<file path="src/verilog/cpu_ctrl_pkg.sv">
package cpu_ctrl_pkg;

    localparam int OPCODE_W = 7;
    localparam int COND_W = 4;

    // condition codes handled outside the flag table
    localparam logic [COND_W-1:0] COND_ALWAYS = 4'b1110;
    localparam logic [COND_W-1:0] COND_NEVER = 4'b1111;

    // low opcode nibble of a compare, result is not written back
    localparam logic [3:0] OPC_CMP_LOW = 4'b1010;

    // pc source select
    localparam logic [1:0] PC_SEL_INC = 2'b00;
    localparam logic [1:0] PC_SEL_START = 2'b01;
    localparam logic [1:0] PC_SEL_BRANCH = 2'b11;

    // processor step, one clock each
    typedef enum logic [3:0] {
        step_reset = 4'd0,
        step_fetch = 4'd1,
        step_fetch_wait = 4'd2,
        step_decode = 4'd3,
        step_execute = 4'd4,
        step_mem_pc = 4'd5,
        step_mem_wait = 4'd6,
        step_write_back = 4'd7,
        step_load_pc_start = 4'd8
    } step_t;

    // instruction class seen by the control blocks
    typedef enum logic [2:0] {
        cls_none = 3'd0,
        cls_alu = 3'd1,
        cls_load = 3'd2,
        cls_store = 3'd3,
        cls_branch = 3'd4
    } instr_class_t;

    // alu operation encoding
    typedef enum logic [2:0] {
        alu_add = 3'b000,
        alu_sub = 3'b001,
        alu_and = 3'b010,
        alu_orr = 3'b011,
        alu_xor = 3'b111
    } alu_op_t;

endpackage

</file>
<file path="src/verilog/instr_if.sv">
`timescale 1ns/1ps

interface instr_if
    import cpu_ctrl_pkg::*;
();

    // classified instruction, valid while the decoded fields are held
    instr_class_t cls;
    logic [OPCODE_W-1:0] opcode;
    logic [COND_W-1:0] cond;
    // indexing bits for load/store
    logic p;
    logic u;
    logic w;

    modport src (output cls, output opcode, output cond, output p, output u, output w);

    modport dst (input cls, input opcode, input cond, input p, input u, input w);

endinterface

</file>
<file path="src/verilog/instr_classifier.sv">
`timescale 1ns/1ps

module instr_classifier
    import cpu_ctrl_pkg::*;
(
    input  logic [OPCODE_W-1:0] opcode,
    input  logic [COND_W-1:0]   cond,
    input  logic                p,
    input  logic                u,
    input  logic                w,
    instr_if.src                instr
);

    // raw fields go through unchanged
    assign instr.opcode = opcode;
    assign instr.cond = cond;
    assign instr.p = p;
    assign instr.u = u;
    assign instr.w = w;

    // first matching rule wins
    always_comb begin
        if (opcode[6] == 1'b0 && cond != COND_NEVER) begin
            instr.cls = cls_alu;
        end else if (opcode[6:4] == 3'b111) begin
            instr.cls = cls_store;
        end else if (opcode[6:4] == 3'b110 || opcode[6:3] == 4'b1000) begin
            // literal load shares the load path
            instr.cls = cls_load;
        end else if (opcode[6:3] == 4'b1001) begin
            instr.cls = cls_branch;
        end else begin
            instr.cls = cls_none;
        end
    end

endmodule

</file>
<file path="src/verilog/step_sequencer.sv">
`timescale 1ns/1ps

module step_sequencer
    import cpu_ctrl_pkg::*;
(
    input  logic         clk,
    input  logic         rst_n,
    input  instr_class_t cls,
    output step_t        step,
    output logic         load_ir,
    output logic         status_rdy,
    output logic         w_en_ldr,
    output logic         start_load_pc
);

    step_t step_next;

    // fixed linear sequence without stalls
    always_comb begin
        case (step)
            step_reset:         step_next = step_load_pc_start;
            step_load_pc_start: step_next = step_fetch;
            step_fetch:         step_next = step_fetch_wait;
            step_fetch_wait:    step_next = step_decode;
            step_decode:        step_next = step_execute;
            step_execute:       step_next = step_mem_pc;
            step_mem_pc:        step_next = step_mem_wait;
            step_mem_wait:      step_next = step_write_back;
            step_write_back:    step_next = step_fetch;
            // recover from an illegal encoding
            default:            step_next = step_reset;
        endcase
    end

    always_ff @(posedge clk or negedge rst_n) begin
        if (!rst_n) begin
            step <= step_reset;
        end else begin
            step <= step_next;
        end
    end

    // strobes that depend on the step alone
    assign start_load_pc = (step == step_load_pc_start);
    assign load_ir = (step == step_decode);
    assign status_rdy = (step == step_mem_wait);
    // load data lands in the register file at write-back
    assign w_en_ldr = (step == step_write_back) && (cls == cls_load);

    a_step_legal: assert property (@(posedge clk) disable iff (!rst_n)
        step inside {step_reset, step_fetch, step_fetch_wait, step_decode,
                     step_execute, step_mem_pc, step_mem_wait, step_write_back,
                     step_load_pc_start});

endmodule

</file>
<file path="src/verilog/cond_check.sv">
`timescale 1ns/1ps

module cond_check
    import cpu_ctrl_pkg::*;
(
    instr_if.dst       instr,
    input  logic [3:0] flags,
    output logic       taken
);

    logic n;
    logic z;
    logic c;
    logic v;

    // flags arrive as status bits 31 to 28
    assign n = flags[3];
    assign z = flags[2];
    assign c = flags[1];
    assign v = flags[0];

    always_comb begin
        case (instr.cond)
            4'b0000:     taken = z;
            4'b0001:     taken = ~z;
            4'b0010:     taken = c;
            4'b0011:     taken = ~c;
            4'b0100:     taken = n;
            4'b0101:     taken = ~n;
            4'b0110:     taken = v;
            4'b0111:     taken = ~v;
            4'b1000:     taken = c & ~z;
            // ls, unsigned lower or same
            4'b1001:     taken = ~c | z;
            4'b1010:     taken = (n == v);
            4'b1011:     taken = (n != v);
            4'b1100:     taken = ~z & (n == v);
            4'b1101:     taken = z | (n != v);
            COND_ALWAYS: taken = 1'b1;
            COND_NEVER:  taken = 1'b0;
            default:     taken = 1'b0;
        endcase
    end

endmodule

</file>
<file path="src/verilog/operand_control.sv">
`timescale 1ns/1ps

module operand_control
    import cpu_ctrl_pkg::*;
(
    instr_if.dst  instr,
    input  step_t step,
    output logic  en_a,
    output logic  en_b,
    output logic  en_s,
    output logic  sel_shift
);

    always_comb begin
        en_a = 1'b0;
        en_b = 1'b0;
        en_s = 1'b0;
        sel_shift = 1'b0;

        // operand registers load only in execute
        if (step == step_execute) begin
            case (instr.cls)
                cls_alu: begin
                    en_a = instr.opcode[3];
                    en_b = instr.opcode[4];
                    en_s = 1'b1;
                    // immediate form shifts by zero
                    sel_shift = instr.opcode[4] ? instr.opcode[5] : 1'b0;
                end
                cls_load, cls_store: begin
                    // base register is always read
                    en_a = 1'b1;
                    if (instr.opcode[3]) begin
                        // register offset with shift
                        en_b = 1'b1;
                        en_s = 1'b1;
                        sel_shift = 1'b1;
                    end
                end
                default: begin
                    en_a = 1'b0;
                    en_b = 1'b0;
                    en_s = 1'b0;
                    sel_shift = 1'b0;
                end
            endcase
        end
    end

endmodule

</file>
<file path="src/verilog/execute_control.sv">
`timescale 1ns/1ps

module execute_control
    import cpu_ctrl_pkg::*;
(
    instr_if.dst        instr,
    input  step_t       step,
    input  logic        taken,
    input  logic        en_status_decode,
    output alu_op_t     alu_op,
    output logic        sel_a,
    output logic        sel_b,
    output logic        sel_pre_indexed,
    output logic        sel_branch_imme,
    output logic        sel_load_lr,
    output logic        en_status,
    output logic        w_en1,
    output logic        ram_w_en,
    output logic        load_pc,
    output logic [1:0]  sel_pc
);

    always_comb begin
        alu_op = alu_add;
        sel_a = 1'b0;
        sel_b = 1'b0;
        sel_pre_indexed = 1'b0;
        sel_branch_imme = 1'b0;
        sel_load_lr = 1'b0;
        en_status = 1'b0;
        w_en1 = 1'b0;
        ram_w_en = 1'b0;
        load_pc = 1'b0;
        sel_pc = PC_SEL_INC;

        if (step == step_mem_pc) begin
            case (instr.cls)
                cls_alu: begin
                    load_pc = 1'b1;
                    case (instr.opcode[2:0])
                        3'b000:  alu_op = alu_add;
                        3'b001:  alu_op = alu_sub;
                        3'b010:  alu_op = alu_sub;
                        3'b011:  alu_op = alu_and;
                        3'b100:  alu_op = alu_orr;
                        3'b101:  alu_op = alu_xor;
                        default: alu_op = alu_add;
                    endcase
                    // immediate operand when the register was not loaded
                    sel_a = ~instr.opcode[3];
                    sel_b = ~instr.opcode[4];
                    en_status = en_status_decode;
                    // compare only updates flags
                    w_en1 = (instr.opcode[3:0] != OPC_CMP_LOW);
                end
                cls_load, cls_store: begin
                    load_pc = 1'b1;
                    // u picks the offset direction
                    alu_op = instr.u ? alu_add : alu_sub;
                    sel_pre_indexed = ~instr.p;
                    sel_b = ~instr.opcode[3];
                    en_status = en_status_decode;
                    // base write-back for pre-indexed with w set
                    w_en1 = instr.p & instr.w;
                    ram_w_en = (instr.cls == cls_store);
                end
                cls_branch: begin
                    load_pc = 1'b1;
                    sel_pc = taken ? PC_SEL_BRANCH : PC_SEL_INC;
                    // link register write
                    w_en1 = instr.opcode[2];
                    sel_load_lr = 1'b0;
                    // target is pc plus offset
                    alu_op = alu_add;
                    sel_a = 1'b1;
                    sel_b = ~instr.opcode[1];
                    sel_branch_imme = ~instr.opcode[1];
                    en_status = 1'b0;
                end
                default: begin
                    load_pc = 1'b0;
                end
            endcase
        end
    end

    // no ram write for anything but a store
    a_ram_w_store: assert property (@(step)
        ram_w_en |-> (instr.cls == cls_store));

endmodule

</file>
<file path="src/verilog/cpu_controller.sv">
`timescale 1ns/1ps

module cpu_controller
    import cpu_ctrl_pkg::*;
(
    input  logic                clk,
    input  logic                rst_n,
    input  logic [OPCODE_W-1:0] opcode,
    input  logic [COND_W-1:0]   cond,
    input  logic [3:0]          flags,
    input  logic                p,
    input  logic                u,
    input  logic                w,
    input  logic                en_status_decode,
    output logic                w_en1,
    output logic                w_en_ldr,
    output logic                sel_load_lr,
    output logic                en_a,
    output logic                en_b,
    output logic                en_s,
    output logic                sel_shift,
    output logic                sel_a,
    output logic                sel_b,
    output logic                sel_branch_imme,
    output logic                sel_pre_indexed,
    output alu_op_t             alu_op,
    output logic                en_status,
    output logic                status_rdy,
    output logic                load_ir,
    output logic                load_pc,
    output logic [1:0]          sel_pc,
    output logic                ram_w_en
);

    step_t      step;
    logic       taken;
    logic       start_load_pc;
    logic       exec_load_pc;
    logic [1:0] exec_sel_pc;

    instr_if instr ();

    instr_classifier classifier_i (.opcode(opcode), .cond(cond), .p(p), .u(u), .w(w),
        .instr(instr.src));

    step_sequencer sequencer_i (.clk(clk), .rst_n(rst_n), .cls(instr.cls), .step(step),
        .load_ir(load_ir), .status_rdy(status_rdy), .w_en_ldr(w_en_ldr),
        .start_load_pc(start_load_pc));

    cond_check cond_i (.instr(instr.dst), .flags(flags), .taken(taken));

    operand_control operand_i (.instr(instr.dst), .step(step), .en_a(en_a), .en_b(en_b),
        .en_s(en_s), .sel_shift(sel_shift));

    execute_control execute_i (.instr(instr.dst), .step(step), .taken(taken),
        .en_status_decode(en_status_decode), .alu_op(alu_op), .sel_a(sel_a),
        .sel_b(sel_b), .sel_pre_indexed(sel_pre_indexed),
        .sel_branch_imme(sel_branch_imme), .sel_load_lr(sel_load_lr),
        .en_status(en_status), .w_en1(w_en1), .ram_w_en(ram_w_en),
        .load_pc(exec_load_pc), .sel_pc(exec_sel_pc));

    // startup load and per-instruction pc update never overlap
    assign load_pc = start_load_pc | exec_load_pc;
    assign sel_pc = start_load_pc ? PC_SEL_START : exec_sel_pc;

endmodule

</file>
<file path="config.mk">
export PLATFORM = sky130hd
export DESIGN_NAME = cpu_controller
export DESIGN_NICKNAME = d
export VERILOG_FILES = /design/src/verilog/cpu_ctrl_pkg.sv /design/src/verilog/instr_if.sv /design/src/verilog/instr_classifier.sv /design/src/verilog/step_sequencer.sv /design/src/verilog/cond_check.sv /design/src/verilog/operand_control.sv /design/src/verilog/execute_control.sv /design/src/verilog/cpu_controller.sv
export SDC_FILE = /design/constraint.sdc
export NUM_CORES = 1
export LEC_CHECK = 0
export BUFFER_PORTS_ARGS = -buffer_cell sky130_fd_sc_hd__buf_2
export CORE_MARGIN = 2
export CORE_UTILIZATION = 46
export DETAILED_ROUTE_END_ITERATION = 6
export PLACE_DENSITY_LB_ADDON = 0.08
export SYNTH_ARGS = -nofsm -noshare
export SYNTH_HDL_FRONTEND = slang
export SYNTH_SLANG_ARGS = --single-unit
</file>
<file path="constraint.sdc">
create_clock -name clk -period 4 [get_ports clk]
set_input_delay 0.4 -clock clk [delete_from_list [all_inputs] [get_ports clk]]
set_output_delay 0.4 -clock clk [all_outputs]
set_load 0.01 [all_outputs]
</file>
==> summary.txt <==
Area of the multi-input gates - 584.3 um2
Ports - 42
Initial DRC count - 5
Adder-cell area share of the yosys netlist - 8.562%
Mux share of post-synthesis cell area - 1.370%
Clock tree sinks - 4
Total grt overflow - 0
Die Wd - 43.86 um
Post-CTS sizing - 0
Final period utilization - 57.98%
Layout Nets - 174
RSZ-0062 raised after global routing - no
Top Registers - sequencer_i.step x4
Final worst slack - 1.681 ns
Min Tclk post-route - 2.319 ns
Final HPWL from detailed placement - 1450 um
FILL cells - 157
Sequential Area - 100.1 um2
Count of final hold-check violations - 0
Slew margin rel. - 62.77%
Worst-path clk slew - 0.04 ns
CP Capture Type - primary output
Sum Neg Setup Slack - 0 ns
Xor and xnor area share after synthesis - 2.397%
Total die area - 1923 um2
TritonCTS clock tree - yes
Wire per inst - 11.27 um
Mean post-synth cell area - 6.829 um2
Share of post-route cells with drive strength above 1 - 30.82%
Root buf cell - clkbuf_4
Antenna viol nets, final - 0
Number of setup violations in the final report - 0
Syn nets - 133
Number of diodes - 0
Fmax achieved - 431.2 MHz
Initial Util - 49.08%
Flops & latches, synth - 4
1st-pass router iterations - 4
Final GP Congestion - 0.8368
Via count - 895
Main combinational cell family by area after synthesis - simple AND/OR/NAND/NOR gates
Worst Max-Slew Pin Slew - 0.5526 ns
Die Y - 43.86 um
Crit path DAT - 1.92 ns
Post-DR vias/cell - 5.525
GRT Overall Usage - 18.98%
Syn. warnings - 0
Register area share after synthesis - 13.70%
Clock Latency Late Sink - 0.23 ns
Area Growth Syn to Fin - 30.82%
Max-cap violation count - 0
Post-synthesis compound-gate area fraction - 26.03%
Cell area after synthesis - 730.7 um2
Total Power - 0.1328 mW
Post-Place Worst Slack - 1.868 ns
Vias in the first global route - 719
Post-synth cell types - 41
DRC viols - 0
Core Region - 1489 um2
Synthesized instance count - 107
Clk_skew - 0.003841 ns
PwrDens - 138.9 nW/um2
Pin count of the biggest net entering global routing - 12
Register with the most flip-flops - sequencer_i.step
Hold WC Path Type - in -> async
Prevailing post-synth register cell - dfrtp_1
Leak Pwr - 0.4816 nW
# rows - 14
Number of flip-flops in the largest register - 4
Post-synth EDFFs - 0
Initial antenna violation count - 0
Fin. max-slew vios - 0
Async SR Flop Fraction - 100.0%
Max FO, Critical Path - 6
Worst IR Drop VDD - 0.1832 mV
H-tree Lvls - 1
Status - completed
Total wire length - 1826 um
Setup crit start kind - flip-flop
Worst Path Required - 3.60 ns
First-pass GRT wire length - 2891 um
Simple-gate area share of the yosys netlist - 41.10%
Clock buffer depth - 2
Buffers on Ports - 40
Setup CP Type - reg -> out
Num CTS Buffers - 3
## cells in the mapped netlist, types with 3 or more instances
library cell / number / area share [%]
and2_1: 3 / 2.6
nor3_1: 4 / 2.7
inv_1: 5 / 2.6
dfrtp_1: 4 / 14
nor2_1: 17 / 8.7
nor2b_1: 6 / 5.1
ha_1: 5 / 8.6
buf_2: 3 / 2.1
nand2b_1: 3 / 2.6
a21oi_1: 4 / 2.7
nand2_1: 10 / 5.1
o21ai_0: 7 / 4.8
nand3_1: 3 / 2.1
a31oi_1: 3 / 2.6
## area by class of cell
cell class / count / share of cell area, %
multi-input cells: 93 / 61.13
repair buffers: 41 / 21.99
well taps: 16 / 2.094
inverters: 5 / 1.963
clock buffers: 3 / 2.356
flip-flops and latches: 4 / 10.47
## layout by cell type, fill, tap and decap left out, drive strengths merged, types with 2 or more instances in the layout
cell    netlist  routed
nand2b        3       3
a21boi        2       2
dfrtp         4       4
nor4b         2       2
nor2b         6       6
or3           2       2
clkbuf        1       3
and2          3       3
nand2        10      10
nor3          4       4
a21oi         4       4
nand3         3       3
o21ai         7       7
buf           4      40
ha            5       5
a31oi         3       3
nor2         17      17
inv           5       5
## power breakdown
| group | total (mW) | internal, mW | switching [mW] |
|---|---|---|---|
| logic | 0.0451 | 0.0196 | 0.0255 |
| clock network | 0.0470 | 0.0333 | 0.0137 |
| registers | 0.0407 | 0.0407 | 0 |
| total | 0.133 | 0.0937 | 0.0391 |
## critical path, cell delays in order, from the launching register on
cell and delay, ns:
dfrtp_1 0.40, inv_1 0.09, ha_1 0.18, and3b_1 0.27, o311ai_1 0.13, a2111o_1 0.37
o211ai_1 0.09, buf_2 0.16
## stage by stage
stage               area (um2)  utilization [%]  instances  hold slack (ns)
floorplan                730.7                -        107           0.1044
global placement         923.4            62.02        158           0.2066
detailed placement       923.4            62.02        158           0.2080
CTS                      955.9            64.20        162           0.5047
global route             955.9            64.20        162           0.5167
finish                   955.9            64.20        162           0.5014
## cell families (layout without fill, tap and decap cells)
family,count (synthesis),in the layout
adder cells (fa/ha/maj),5,5
buffers and inverters,10,49
AO/OA/AOI/OAI,27,27
multiplexers,1,1
XOR/XNOR,2,2
other,1,1
flip-flops,4,4
AND/OR/NAND/NOR,57,57
## path summary, 6_finish.rpt
check                                                    from  cells past startpoint  slack, ns                             to
worst max-delay path            sequencer_i.step[1]$_DFF_PN0_                      7       1.68                      sel_pc[0]
max in group asynchronous                               rst_n                      2       3.38  sequencer_i.step[2]$_DFF_PN0_
worst max register to register  sequencer_i.step[0]$_DFF_PN0_                      4       2.90  sequencer_i.step[0]$_DFF_PN0_
worst min-delay path                                    rst_n                      2       0.50  sequencer_i.step[0]$_DFF_PN0_
worst min register to register  sequencer_i.step[3]$_DFF_PN0_                      1       0.57  sequencer_i.step[1]$_DFF_PN0_
min in group clk                sequencer_i.step[3]$_DFF_PN0_                      1       0.57  sequencer_i.step[1]$_DFF_PN0_
## repair_timing
action	in CTS	in global routing
buffers inserted	0	0
hold buffers	1	0
hold endpoints to repair	4	0
## per-layer routing
metal	track usage, %	part of all wire (%)	wire (um)	up-vias
met5	0	0	0	-
met4	3.636	0	0	0
met3	0	6.6	120	0
met2	35.00	48	874	31
met1	24.81	45	830	403
li1	-	-	-	461
(Power assumes the default switching activity.)
